===== src/song.mem =====
// Song note index per line in hex, 0 is C and b is B
4
4
5
7
7
5
4
2
0
0
2
4
4
2
2
0


===== src/piano_pkg.sv =====
package piano_pkg;

    // ----------------------------------------------------------------------
    // Widths
    // ----------------------------------------------------------------------
    localparam int NUM_KEYS = 12;
    localparam int NOTE_W   = 4;
    // Round and note counters limit the song to 16 notes
    localparam int ROUND_W  = 4;

    // Defaults for the top level
    localparam int SONG_LEN_DEF       = 16;
    localparam int SHOW_CYCLES_DEF    = 50;
    localparam int TIMEOUT_CYCLES_DEF = 400;

    // ----------------------------------------------------------------------
    // Types
    // ----------------------------------------------------------------------
    typedef logic [NOTE_W-1:0] note_t;

    typedef enum logic {
        MODE_GENIUS = 1'b0,
        MODE_FREE   = 1'b1
    } mode_t;

    typedef enum logic [3:0] {
        ST_IDLE,
        ST_MENU,
        ST_INIT,
        ST_ROUND_START,
        ST_SHOW,
        ST_SHOW_GAP,
        ST_PLAYER_START,
        ST_WAIT_KEY,
        ST_PLAY_KEY,
        ST_COMPARE,
        ST_NEXT_NOTE,
        ST_NEXT_ROUND,
        ST_WON,
        ST_LOST,
        ST_FREE
    } game_state_t;

endpackage


===== src/seq_if.sv =====
`timescale 1ns/1ps

interface seq_if;

    // Strobes from the controller
    logic             clear_round;
    logic             next_round;
    logic             clear_note;
    logic             next_note;
    logic             capture_key;

    // Datapath status
    piano_pkg::note_t song_note;
    logic             last_note;
    logic             last_round;
    logic             key_match;

    modport ctrl (
        output clear_round, next_round, clear_note, next_note, capture_key,
        input  song_note, last_note, last_round, key_match
    );

    modport dp (
        input  clear_round, next_round, clear_note, next_note, capture_key,
        output song_note, last_note, last_round, key_match
    );

endinterface


===== src/timer_if.sv =====
`timescale 1ns/1ps

interface timer_if;

    // Four-phase display handshake
    logic show_req;
    logic show_ack;

    // Player timeout
    logic wait_enable;
    logic timeout;

    modport ctrl (
        output show_req, wait_enable,
        input  show_ack, timeout
    );

    modport tmr (
        input  show_req, wait_enable,
        output show_ack, timeout
    );

endinterface


===== src/key_input.sv =====
`timescale 1ns/1ps

module key_input (
    input  logic                          clock,
    input  logic                          reset,
    input  logic                          start,
    input  logic                          enter,
    input  logic [piano_pkg::NUM_KEYS-1:0] keys,
    output logic                          start_pulse,
    output logic                          enter_pulse,
    output logic                          key_press,
    output logic                          key_down,
    output piano_pkg::note_t              key_note
);

    localparam int NK   = piano_pkg::NUM_KEYS;
    localparam int IN_W = NK + 2;

    logic [IN_W-1:0] sync_1;
    logic [IN_W-1:0] sync_2;
    logic            start_s;
    logic            enter_s;
    logic [NK-1:0]   keys_s;
    logic            start_q;
    logic            enter_q;
    logic            any_down;

    // Lowest index wins when several keys are held
    function automatic piano_pkg::note_t lowest_key(input logic [NK-1:0] k);
        piano_pkg::note_t idx;
        idx = '0;
        for (int i = NK - 1; i >= 0; i--) begin
            if (k[i]) begin
                idx = piano_pkg::note_t'(i);
            end
        end
        return idx;
    endfunction

    assign {start_s, enter_s, keys_s} = sync_2;
    assign any_down = |keys_s;

    always_ff @(posedge clock or posedge reset) begin
        if (reset) begin
            sync_1      <= '0;
            sync_2      <= '0;
            start_q     <= 1'b0;
            enter_q     <= 1'b0;
            start_pulse <= 1'b0;
            enter_pulse <= 1'b0;
            key_down    <= 1'b0;
            key_press   <= 1'b0;
        end else begin
            sync_1      <= {start, enter, keys};
            sync_2      <= sync_1;
            start_q     <= start_s;
            enter_q     <= enter_s;
            start_pulse <= start_s & ~start_q;
            enter_pulse <= enter_s & ~enter_q;
            key_down    <= any_down;
            key_press   <= any_down & ~key_down;
        end
    end

    // Held until the next press
    always_ff @(posedge clock) begin
        if (any_down && !key_down) begin
            key_note <= lowest_key(keys_s);
        end
    end

endmodule


===== src/note_timer.sv =====
`timescale 1ns/1ps

module note_timer #(
    parameter int SHOW_CYCLES    = piano_pkg::SHOW_CYCLES_DEF,
    parameter int TIMEOUT_CYCLES = piano_pkg::TIMEOUT_CYCLES_DEF
) (
    input  logic clock,
    input  logic reset,
    timer_if.tmr tmr
);

    localparam int SHOW_W = $clog2(SHOW_CYCLES);
    localparam int WAIT_W = $clog2(TIMEOUT_CYCLES);

    logic [SHOW_W-1:0] show_cnt;
    logic [WAIT_W-1:0] wait_cnt;
    logic              wait_done;

    // ----------------------------------------------------------------------
    // Display handshake
    // ----------------------------------------------------------------------
    always_ff @(posedge clock or posedge reset) begin
        if (reset) begin
            show_cnt     <= '0;
            tmr.show_ack <= 1'b0;
        end else if (!tmr.show_req) begin
            show_cnt     <= '0;
            tmr.show_ack <= 1'b0;
        end else if (!tmr.show_ack) begin
            show_cnt <= show_cnt + 1'b1;
            // Ack is up on the last cycle of the note
            if (show_cnt == SHOW_W'(SHOW_CYCLES - 2)) begin
                tmr.show_ack <= 1'b1;
            end
        end
    end

    // ----------------------------------------------------------------------
    // Player timeout
    // ----------------------------------------------------------------------
    assign wait_done = (wait_cnt == WAIT_W'(TIMEOUT_CYCLES - 1));

    always_ff @(posedge clock or posedge reset) begin
        if (reset) begin
            wait_cnt <= '0;
        end else if (!tmr.wait_enable) begin
            wait_cnt <= '0;
        end else if (!wait_done) begin
            wait_cnt <= wait_cnt + 1'b1;
        end
    end

    assign tmr.timeout = tmr.wait_enable & wait_done;

endmodule


===== src/sequence_datapath.sv =====
`timescale 1ns/1ps

module sequence_datapath #(
    parameter int SONG_LEN = piano_pkg::SONG_LEN_DEF
) (
    input  logic             clock,
    input  logic             reset,
    input  piano_pkg::note_t key_note,
    seq_if.dp                seq
);

    localparam int RW        = piano_pkg::ROUND_W;
    localparam int ROM_DEPTH = 2 ** RW;

    piano_pkg::note_t song_rom [ROM_DEPTH];
    logic [RW-1:0]    round;
    logic [RW-1:0]    note_addr;
    piano_pkg::note_t captured;

    initial begin
        $readmemh("/design/src/song.mem", song_rom);
    end

    // ----------------------------------------------------------------------
    // Round and note counters
    // ----------------------------------------------------------------------
    always_ff @(posedge clock or posedge reset) begin
        if (reset) begin
            round <= '0;
        end else if (seq.clear_round) begin
            round <= '0;
        end else if (seq.next_round) begin
            round <= round + 1'b1;
        end
    end

    always_ff @(posedge clock or posedge reset) begin
        if (reset) begin
            note_addr <= '0;
        end else if (seq.clear_note) begin
            note_addr <= '0;
        end else if (seq.next_note) begin
            note_addr <= note_addr + 1'b1;
        end
    end

    // Key the player released last
    always_ff @(posedge clock) begin
        if (seq.capture_key) begin
            captured <= key_note;
        end
    end

    // ----------------------------------------------------------------------
    // Status
    // ----------------------------------------------------------------------
    assign seq.song_note  = song_rom[note_addr];
    assign seq.last_note  = (note_addr == round);
    assign seq.last_round = (round == RW'(SONG_LEN - 1));
    assign seq.key_match  = (captured == seq.song_note);

endmodule


===== src/game_controller.sv =====
`timescale 1ns/1ps

module game_controller (
    input  logic                           clock,
    input  logic                           reset,
    input  logic                           start_pulse,
    input  logic                           enter_pulse,
    input  logic                           key_press,
    input  logic                           key_down,
    input  piano_pkg::note_t               key_note,
    input  logic                           mode_free,
    seq_if.ctrl                            seq,
    timer_if.ctrl                          tmr,
    output logic [piano_pkg::NUM_KEYS-1:0] leds,
    output logic                           play,
    output logic                           from_song,
    output logic                           player_turn,
    output logic                           menu_active,
    output logic                           won,
    output logic                           lost
);

    piano_pkg::game_state_t state;
    piano_pkg::game_state_t state_next;
    piano_pkg::mode_t       mode;

    always_ff @(posedge clock or posedge reset) begin
        if (reset) begin
            state <= piano_pkg::ST_IDLE;
            mode  <= piano_pkg::MODE_GENIUS;
        end else begin
            state <= state_next;
            if (state == piano_pkg::ST_MENU && enter_pulse) begin
                mode <= mode_free ? piano_pkg::MODE_FREE : piano_pkg::MODE_GENIUS;
            end
        end
    end

    // ----------------------------------------------------------------------
    // Next state
    // ----------------------------------------------------------------------
    always_comb begin
        state_next = state;
        case (state)
            piano_pkg::ST_IDLE: if (start_pulse) state_next = piano_pkg::ST_MENU;
            piano_pkg::ST_MENU: if (enter_pulse) state_next = piano_pkg::ST_INIT;
            piano_pkg::ST_INIT: state_next = (mode == piano_pkg::MODE_FREE) ?
                                             piano_pkg::ST_FREE : piano_pkg::ST_ROUND_START;
            piano_pkg::ST_ROUND_START: state_next = piano_pkg::ST_SHOW;
            piano_pkg::ST_SHOW: if (tmr.show_ack) state_next = piano_pkg::ST_SHOW_GAP;
            // Old ack must be gone before the next request
            piano_pkg::ST_SHOW_GAP: begin
                if (!tmr.show_ack) begin
                    state_next = seq.last_note ? piano_pkg::ST_PLAYER_START
                                               : piano_pkg::ST_NEXT_NOTE;
                end
            end
            piano_pkg::ST_NEXT_NOTE: state_next = piano_pkg::ST_SHOW;
            piano_pkg::ST_PLAYER_START: state_next = piano_pkg::ST_WAIT_KEY;
            piano_pkg::ST_WAIT_KEY: begin
                if (tmr.timeout) begin
                    state_next = piano_pkg::ST_LOST;
                end else if (key_press) begin
                    state_next = piano_pkg::ST_PLAY_KEY;
                end
            end
            piano_pkg::ST_PLAY_KEY: if (!key_down) state_next = piano_pkg::ST_COMPARE;
            piano_pkg::ST_COMPARE: begin
                if (!seq.key_match) begin
                    state_next = piano_pkg::ST_LOST;
                end else if (!seq.last_note) begin
                    state_next = piano_pkg::ST_WAIT_KEY;
                end else begin
                    state_next = seq.last_round ? piano_pkg::ST_WON : piano_pkg::ST_NEXT_ROUND;
                end
            end
            piano_pkg::ST_NEXT_ROUND: state_next = piano_pkg::ST_ROUND_START;
            piano_pkg::ST_WON, piano_pkg::ST_LOST: begin
                if (start_pulse) state_next = piano_pkg::ST_MENU;
            end
            piano_pkg::ST_FREE: if (enter_pulse) state_next = piano_pkg::ST_MENU;
            default: state_next = piano_pkg::ST_IDLE;
        endcase
    end

    // ----------------------------------------------------------------------
    // Moore outputs
    // ----------------------------------------------------------------------
    assign seq.clear_round = (state == piano_pkg::ST_INIT);
    assign seq.clear_note  = (state == piano_pkg::ST_ROUND_START) ||
                             (state == piano_pkg::ST_PLAYER_START);
    // Compare also steps the note address
    assign seq.next_note   = (state == piano_pkg::ST_NEXT_NOTE) ||
                             (state == piano_pkg::ST_COMPARE);
    assign seq.next_round  = (state == piano_pkg::ST_NEXT_ROUND);
    assign seq.capture_key = (state == piano_pkg::ST_PLAY_KEY);

    assign tmr.show_req    = (state == piano_pkg::ST_SHOW);
    assign tmr.wait_enable = (state == piano_pkg::ST_WAIT_KEY);

    assign from_song   = (state == piano_pkg::ST_SHOW);
    assign play        = (state == piano_pkg::ST_SHOW) || (state == piano_pkg::ST_PLAY_KEY) ||
                         (state == piano_pkg::ST_FREE && key_down);
    assign player_turn = (state == piano_pkg::ST_WAIT_KEY);
    assign menu_active = (state == piano_pkg::ST_MENU);
    assign won         = (state == piano_pkg::ST_WON);
    assign lost        = (state == piano_pkg::ST_LOST);

    always_comb begin
        leds = '0;
        case (state)
            piano_pkg::ST_SHOW:     leds[seq.song_note] = 1'b1;
            piano_pkg::ST_PLAY_KEY: leds[key_note] = 1'b1;
            piano_pkg::ST_FREE:     if (key_down) leds[key_note] = 1'b1;
            default:                leds = '0;
        endcase
    end

endmodule


===== src/piano_top.sv =====
`timescale 1ns/1ps

module piano_top #(
    parameter int SONG_LEN       = piano_pkg::SONG_LEN_DEF,
    parameter int SHOW_CYCLES    = piano_pkg::SHOW_CYCLES_DEF,
    parameter int TIMEOUT_CYCLES = piano_pkg::TIMEOUT_CYCLES_DEF
) (
    input  logic                           clock,
    input  logic                           reset,
    input  logic                           start,
    input  logic                           enter,
    input  logic                           mode_free,
    input  logic [piano_pkg::NUM_KEYS-1:0] keys,
    output logic [piano_pkg::NUM_KEYS-1:0] leds,
    output logic                           play,
    output logic                           from_song,
    output logic                           player_turn,
    output logic                           menu_active,
    output logic                           won,
    output logic                           lost
);

    logic             start_pulse;
    logic             enter_pulse;
    logic             key_press;
    logic             key_down;
    piano_pkg::note_t key_note;

    seq_if   seq_bus ();
    timer_if tmr_bus ();

    key_input i_key_input (
        .clock       (clock),
        .reset       (reset),
        .start       (start),
        .enter       (enter),
        .keys        (keys),
        .start_pulse (start_pulse),
        .enter_pulse (enter_pulse),
        .key_press   (key_press),
        .key_down    (key_down),
        .key_note    (key_note)
    );

    game_controller i_game_controller (
        .clock       (clock),
        .reset       (reset),
        .start_pulse (start_pulse),
        .enter_pulse (enter_pulse),
        .key_press   (key_press),
        .key_down    (key_down),
        .key_note    (key_note),
        .mode_free   (mode_free),
        .seq         (seq_bus.ctrl),
        .tmr         (tmr_bus.ctrl),
        .leds        (leds),
        .play        (play),
        .from_song   (from_song),
        .player_turn (player_turn),
        .menu_active (menu_active),
        .won         (won),
        .lost        (lost)
    );

    sequence_datapath #(
        .SONG_LEN (SONG_LEN)
    ) i_sequence_datapath (
        .clock    (clock),
        .reset    (reset),
        .key_note (key_note),
        .seq      (seq_bus.dp)
    );

    note_timer #(
        .SHOW_CYCLES    (SHOW_CYCLES),
        .TIMEOUT_CYCLES (TIMEOUT_CYCLES)
    ) i_note_timer (
        .clock (clock),
        .reset (reset),
        .tmr   (tmr_bus.tmr)
    );

endmodule


===== config.mk =====
export PLATFORM = sky130hd
export DESIGN_NAME = piano_top
export DESIGN_NICKNAME = d
export VERILOG_FILES = /design/src/piano_pkg.sv /design/src/seq_if.sv /design/src/timer_if.sv /design/src/key_input.sv /design/src/note_timer.sv /design/src/sequence_datapath.sv /design/src/game_controller.sv /design/src/piano_top.sv
export SDC_FILE = /design/constraint.sdc
export NUM_CORES = 1
export LEC_CHECK = 0
export ABC_AREA = 1
export BUFFER_PORTS_ARGS = -buffer_cell sky130_fd_sc_hd__buf_2
export CAP_MARGIN = 20
export CELL_PAD_IN_SITES_DETAIL_PLACEMENT = 1
export CELL_PAD_IN_SITES_GLOBAL_PLACEMENT = 2
export CORE_MARGIN = 3
export CORE_UTILIZATION = 35
export DETAILED_ROUTE_END_ITERATION = 8
export GPL_ROUTABILITY_DRIVEN = 0
export GPL_TIMING_DRIVEN = 0
export HOLD_SLACK_MARGIN = 0.1
export PLACE_DENSITY_LB_ADDON = 0.1
export SETUP_SLACK_MARGIN = 0.3
export SYNTH_ARGS = -nofsm -noshare
export SYNTH_HDL_FRONTEND = slang
export SYNTH_SLANG_ARGS = --single-unit

===== constraint.sdc =====
create_clock -name clock -period 2.6 [get_ports clock]
set_input_delay 0.52 -clock clock [delete_from_list [all_inputs] [get_ports clock]]
set_output_delay 0.52 -clock clock [all_outputs]
set_load 0.05 [all_outputs]

Word level (Yosys, flattened, before mapping)
Cells that the tools add are included.

operators by class
  magnitude comparators = 4
  reductions and logical operators = 20
  mux-type cells = 43
  bitwise operators = 7
  eq/ne operators = 28
  add/subtract/negate cells = 4

operator list
  cell                   count
  $mux W4                20
  $pmux W4 S12           1
  $eq A4 B4 Y1 const B   9
  $pmux W12 S3           1
  $mux W9                2
  $eq A4 B3 Y1 const B   4
  $mux W3                5
  $mux W12               1
  $mux W6                2
  $ne A2 B2 Y1 const B   6
  $reduce_or A12 Y1      1
  $add A9 B1 Y9 const B  1
  $eq A9 B9 Y1 const B   1
  $add A4 B1 Y4 const B  2
  $demux W1 S4           2
  $eq A4 B2 Y1 const B   2
  $reduce_or A8 Y1       1
  $mux W1                7
  $reduce_and A7 Y1      1
  $add A6 B1 Y6 const B  1
  $eq A6 B6 Y1 const B   1
  $logic_and A1 B1 Y1    5
  $lt A4 B5 Y1 const AB  1
  $lt A4 B5 Y1 const B   1
  16 further kinds       28

word-level totals
  output and inout bits = 18
  flip-flop bits (word level) = 71
  word-level logic and storage cells = 126
  bits of input ports = 17

Depth between registers and ports, before layout
  depth in word-level cells = 11
  mapped depth = 11
  mapped depth without buffers = 11

By module
From an unflattened synthesis, not the netlist that was laid out.

second synthesis, totals
  cell total of the unflattened synthesis = 421
  area total of the unflattened synthesis = 3339.5 um^2

by module, submodules not included
  module             sequential area each (um^2)  cells each  times used  area each (um^2)
  key_input          970.9                        79          1           1152.4
  note_timer         400.4                        108         1           854.6
  game_controller    125.1                        167         1           842.1
  sequence_datapath  200.2                        67          1           490.5

Least setup slack after synthesis
OpenSTA, ideal clock, no wires.

  path kind = register to output
  start point = reg i_game_controller.state[3]
  end point = out leds[0] (netlist name)
  path buffers = 0
  data required time = 2.080 ns
  cell stages (with the launch flop) = 8
  data arrival time = 2.150 ns
  slack = -0.070 ns
  cells stage by stage = dfrtp_1 inv_2 nand2_1 nor2_2 nor3_2 inv_1 nand2_1 nor2_1

on the way
  cells in the longest elaborated chain, start to end = 2
  elaborated cells between the ends (all ways) = 4
  those cells by class = 3 x eq/ne; 1 x mux

RTL lines
  element                   RTL line                RTL
  start: declaration        game_controller.sv:23   piano_pkg::game_state_t state;
  start signal: assignment  game_controller.sv:29   state <= piano_pkg::ST_IDLE;
  start signal: assignment  game_controller.sv:32   state <= state_next;
  $eq A4 B3 Y1              n/a
  named net from_song       piano_top.sv:16         output logic from_song,
  $pmux W12 S3              game_controller.sv:111  case (state)
  end: declaration          piano_top.sv:14         output logic [piano_pkg::NUM_KEYS-1:0] leds,

The timed path passes the listed nets, and every way through them passes these cells.

Final worst setup path
  start point = reg i_game_controller.state[0]
  end point = out leds[1] (netlist name)

on the way
  cells in the longest elaborated chain, start to end = 2
  elaborated cells between the ends (all ways) = 4
  those cells by class = 3 x eq/ne; 1 x mux

RTL lines
  element                                       RTL line
  $eq A4 B4 Y1 or $eq A4 B3 Y1 (tied branches)  game_controller.sv:111
  $pmux W12 S3 *                                game_controller.sv:111

Every way passes the cells marked *; elsewhere a longest branch is shown, timed or not.

==> run_summary.xml <==
<?xml version="1.0" encoding="UTF-8"?>
<metrics>
  <group name="power_and_ir_drop">
    <metric name="power_leakage" unit="nW">1.910</metric>
    <metric name="switching_share" unit="%">38.31</metric>
    <metric name="clock_power_share" unit="%">28.6</metric>
    <metric name="internal_power" unit="mW">1.981</metric>
    <metric name="power.switching" unit="mW">1.230</metric>
    <metric name="vdd.ir_drop.worst" unit="uV">421.3</metric>
    <metric name="pwr-share-seq" unit="%">37.7</metric>
    <metric name="power_per_cell_area" unit="nW/um^2">800.4</metric>
    <metric name="part_of_the_total_power_dissipated_in_combinational_logic" unit="%">33.7</metric>
  </group>
  <group name="drt">
    <metric name="routed_wire_length_per_instance" unit="um">14.03</metric>
    <metric name="drc" unit="">0</metric>
    <metric name="drt-pass1-iter-count" unit="">4</metric>
    <metric name="via_count" unit="">2529</metric>
    <metric name="drt_first_iter_violations" unit="">33</metric>
    <metric name="post_detailed_route_via_to_cell_ratio" unit="">4.763</metric>
    <metric name="finalWirelength" unit="mm">7.450</metric>
    <metric name="postRouteAntennaNets" unit="">0</metric>
  </group>
  <group name="sta">
    <metric name="drv_slew" unit="">0</metric>
    <metric name="time_the_worst_path_needs_with_i_o_delays_and_setup" unit="ns">2.350</metric>
    <metric name="worst_clock_skew" unit="ns">0.01020</metric>
    <metric name="hold-worst-slack" unit="ns">0.2797</metric>
    <metric name="setup_violations_final" unit="">0</metric>
    <metric name="fmaxAchievable" unit="GHz">0.4255</metric>
    <metric name="grt_setup_unrepaired" unit="">true</metric>
    <metric name="layout_worst_path_cycle_share" unit="%">90.40</metric>
    <metric name="timing.max_slew.rel_slack" unit="%">42.53</metric>
    <metric name="report.final.hold_viol_count" unit="">0</metric>
    <metric name="timing_worst_slew_pin_value" unit="ns">0.8608</metric>
  </group>
  <group name="global_route">
    <metric name="groute.usage.overall" unit="%">16.49</metric>
    <metric name="grt_overflow" unit="">0</metric>
    <metric name="vias_in_the_first_global_route" unit="">2735</metric>
    <metric name="grt_first_pass_wirelength" unit="mm">12.94</metric>
    <metric name="grt_max_degree" unit="">42</metric>
    <metric name="grt_antenna_before_repair" unit="">0</metric>
  </group>
  <group name="cts">
    <metric name="cts-htree-levels" unit="">3</metric>
    <metric name="clock_latency_of_the_later_clocked_register_in_the_worst_skew_pair" unit="ns">0.34</metric>
    <metric name="hold_buffers" unit="">0</metric>
    <metric name="cts_tree" unit="">built</metric>
    <metric name="worst_setup_hold_path_clk_slew" unit="ns">0.08</metric>
    <metric name="numCtsBuffers" unit="">9</metric>
    <metric name="cts_root_buf" unit="">sky130_fd_sc_hd__clkbuf_8</metric>
    <metric name="clock-sinks" unit="">67</metric>
    <metric name="max_root_sink_buffers" unit="">2</metric>
  </group>
  <group name="yosys">
    <metric name="ys_dominant_reg_cell" unit="">sky130_fd_sc_hd__dfrtp_1</metric>
    <metric name="synthAdderAreaFrac" unit="%">2.038</metric>
    <metric name="synth-simple-area-share" unit="%">26.17</metric>
    <metric name="post_synth_xor_area_fraction" unit="%">0.5707</metric>
    <metric name="synth-compound-area-share" unit="%">8.031</metric>
    <metric name="syn_inst" unit="">358</metric>
    <metric name="sequential_cell_area_fraction_in_the_yosys_report" unit="%">55.28</metric>
    <metric name="synthMuxAreaShare" unit="%">0</metric>
    <metric name="synth.avg_cell_area" unit="um^2">8.573</metric>
    <metric name="asyncSetResetFlopFracSynth" unit="%">94.03</metric>
    <metric name="synth.lib_cells_used.distinct" unit="">32</metric>
    <metric name="number_of_synthesized_flops_with_an_enable_pin" unit="">4</metric>
    <metric name="combinational_family_with_the_most_area_after_synthesis" unit="">simple AND/OR/NAND/NOR gates</metric>
    <metric name="netlist.area_leader.share" unit="%">51.37</metric>
    <metric name="syn-num-nets" unit="">380</metric>
    <metric name="ys_top_cells_by_count" unit="">sky130_fd_sc_hd__nand2_1, sky130_fd_sc_hd__dfrtp_1, sky130_fd_sc_hd__inv_1</metric>
    <metric name="yosysWarnings" unit="">0</metric>
    <metric name="mappedNetlistArea" unit="um^2">3069</metric>
    <metric name="yosys.cell_count.top_type" unit="">sky130_fd_sc_hd__nand2_1</metric>
    <metric name="largest_area_contributor_in_the_synthesized_netlist" unit="">sky130_fd_sc_hd__dfrtp_1</metric>
    <metric name="synth-seq-cells" unit="">67</metric>
    <metric name="yosys-top-cells-area" unit="">sky130_fd_sc_hd__dfrtp_1, sky130_fd_sc_hd__nand2_1, sky130_fd_sc_hd__inv_1</metric>
  </group>
  <group name="placed_design">
    <metric name="numPortBuffers" unit="">34</metric>
    <metric name="place_hpwl" unit="mm">5.268</metric>
    <metric name="place.detailed.instances" unit="">498</metric>
  </group>
  <group name="setup_path">
    <metric name="timing.critical_path.from_type" unit="">register</metric>
    <metric name="critical_path.max_fanout" unit="">5</metric>
    <metric name="critical_path.endpoint_type" unit="">primary output</metric>
    <metric name="crit_type" unit="">reg -&gt; out</metric>
    <metric name="required" unit="ns">2.08</metric>
    <metric name="worst_ep_arrival_time" unit="ns">1.83</metric>
  </group>
  <group name="die">
    <metric name="dieHeight" unit="um">99.65</metric>
    <metric name="io_pins" unit="">35</metric>
    <metric name="floorplan.rows" unit="">33</metric>
    <metric name="die_area" unit="um^2">9929</metric>
    <metric name="die_w" unit="um">99.65</metric>
    <metric name="effective_utilization_at_floorplan" unit="%">36.62</metric>
    <metric name="placeableCoreArea" unit="um^2">8382</metric>
  </group>
  <group name="run">
    <metric name="maxCapViolCount" unit="">0</metric>
  </group>
  <group name="final_layout">
    <metric name="insertedDiodeCount" unit="">0</metric>
    <metric name="final-instance-count-excl-fill" unit="">531</metric>
    <metric name="layout-area-overhead-vs-synth" unit="%">30.74</metric>
    <metric name="drive_gt1_share" unit="%">28.87</metric>
    <metric name="final_nets" unit="">443</metric>
  </group>
  <group name="outcome">
    <metric name="status" unit="">finished clean</metric>
  </group>
  <group name="hold_path">
    <metric name="min_path_type" unit="">in -&gt; reg</metric>
  </group>
</metrics>
-- cells by family after synthesis --
logic type | count (synthesis)
and+or+nand+nor | 178
DFF | 67
xor gates and xnor gates | 2
AOI/OAI and AO/OA | 44
adders and majority gates | 5
buffers and inverters | 62
-- sequential cells by signal (all words and copies together) (netlist names), 4 cells and up --
name and cells:
i_game_controller.state 4, i_key_input.key_note 4, i_key_input.sync_1 14, i_key_input.sync_2 14, i_note_timer.show_cnt 6, i_note_timer.wait_cnt 9
i_sequence_datapath.note_addr 4, i_sequence_datapath.round 4
-- power groups by stage --
| stage | Sequential [mW] | Combinational [mW] | Clock (mW) |
|---|---|---|---|
| 6_report | 1.21 | 1.08 | 0.919 |
| 2_1_floorplan | 1.21 | 0.650 | 0 |
| 3_3_place_gp | 1.23 | 0.838 | 0 |
| 5_1_grt | 1.22 | 1.22 | 1.00 |
| 4_1_cts | 1.20 | 0.974 | 0.957 |
| 3_5_place_dp | 1.23 | 0.848 | 0 |
-- area by class of cell --
cell class / instances / area (um^2)
clock buffer: 9 / 123.9
clock inverter: 7 / 82.58
multi-input combinational: 229 / 1306
timing repair buffer: 52 / 425.4
tap: 105 / 131.4
buffer: 1 / 11.26
inverter: 61 / 231.5
fill: 986 / 4369
sequential: 67 / 1700
-- metrics by stage --
| stage | total power [mW] | utilization [%] | worst slack (ns) | cell area [um^2] | setup TNS (ns) |
|---|---|---|---|---|---|
| 6_report | 3.212 | 47.87 | 0.2497 | 4013 | 0 |
| 5_1_grt | 3.441 | 47.87 | 0.1487 | 4013 | 0 |
| 4_1_cts | 3.133 | 46.10 | 0.2464 | 3864 | 0 |
| 3_5_place_dp | 2.076 | 40.87 | 0.3454 | 3426 | 0 |
| 3_3_place_gp | 2.064 | 40.63 | -0.3705 | 3406 | -23.06 |
| 2_1_floorplan | 1.860 | - | 0.3181 | 3104 | 0 |
-- worst max-delay path: stages, from the launching register on --
cell	delay, ns
sky130_fd_sc_hd__dfrtp_1	0.41
sky130_fd_sc_hd__inv_2	0.12
sky130_fd_sc_hd__nand2_4	0.07
sky130_fd_sc_hd__nor2_4	0.11
sky130_fd_sc_hd__inv_4	0.05
sky130_fd_sc_hd__o21ai_4	0.25
sky130_fd_sc_hd__nand3_4	0.17
sky130_fd_sc_hd__nor2_4	0.15
sky130_fd_sc_hd__buf_8	0.15
-- final timing paths --
kind | end | start | depth (start not counted) | slack, ns
worst max-delay path | leds[1] | i_game_controller.state[0] | 8 | 0.25
max in group asynchronous | i_game_controller.state[1] | reset | 3 | 1.61
worst max register to register | i_game_controller.state[3] | i_game_controller.state[0] | 11 | 0.87
min in group asynchronous | i_sequence_datapath.round[0] | reset | 2 | 0.35
worst min register to register | i_key_input.sync_2[12] | i_key_input.sync_1[12] | 0 | 0.35
worst min-delay path | i_key_input.sync_1[10] | keys[10] | 1 | 0.28
-- routing by layer --
layer / global-route usage (%) / part of all wire, %
met1: 21.04 / 45
met2: 27.53 / 51
met3: 4.208 / 2.8
met4: 5.042 / 0.94
met5: 0 / 0
-- timing repair --
item,CTS,global route
pin swaps,18,11
gates resized for setup,48,21
endpoints found under the hold margin,0,0
buffers inserted,8,9
endpoints found under the setup margin,13,13
-- placed cells by master (no fill, tap or decap), drive strengths merged, types with 9 or more instances in the layout --
| master | netlist | routed |
|---|---|---|
| nand2 | 76 | 76 |
| o21ai | 20 | 20 |
| nor3 | 15 | 15 |
| a21oi | 17 | 17 |
| buf | 1 | 53 |
| inv | 61 | 65 |
| nand3 | 24 | 24 |
| clkbuf | 0 | 9 |
| nor2 | 51 | 51 |
| dfrtp | 63 | 63 |
No activity file was read; power rests on OpenSTA's default activity.
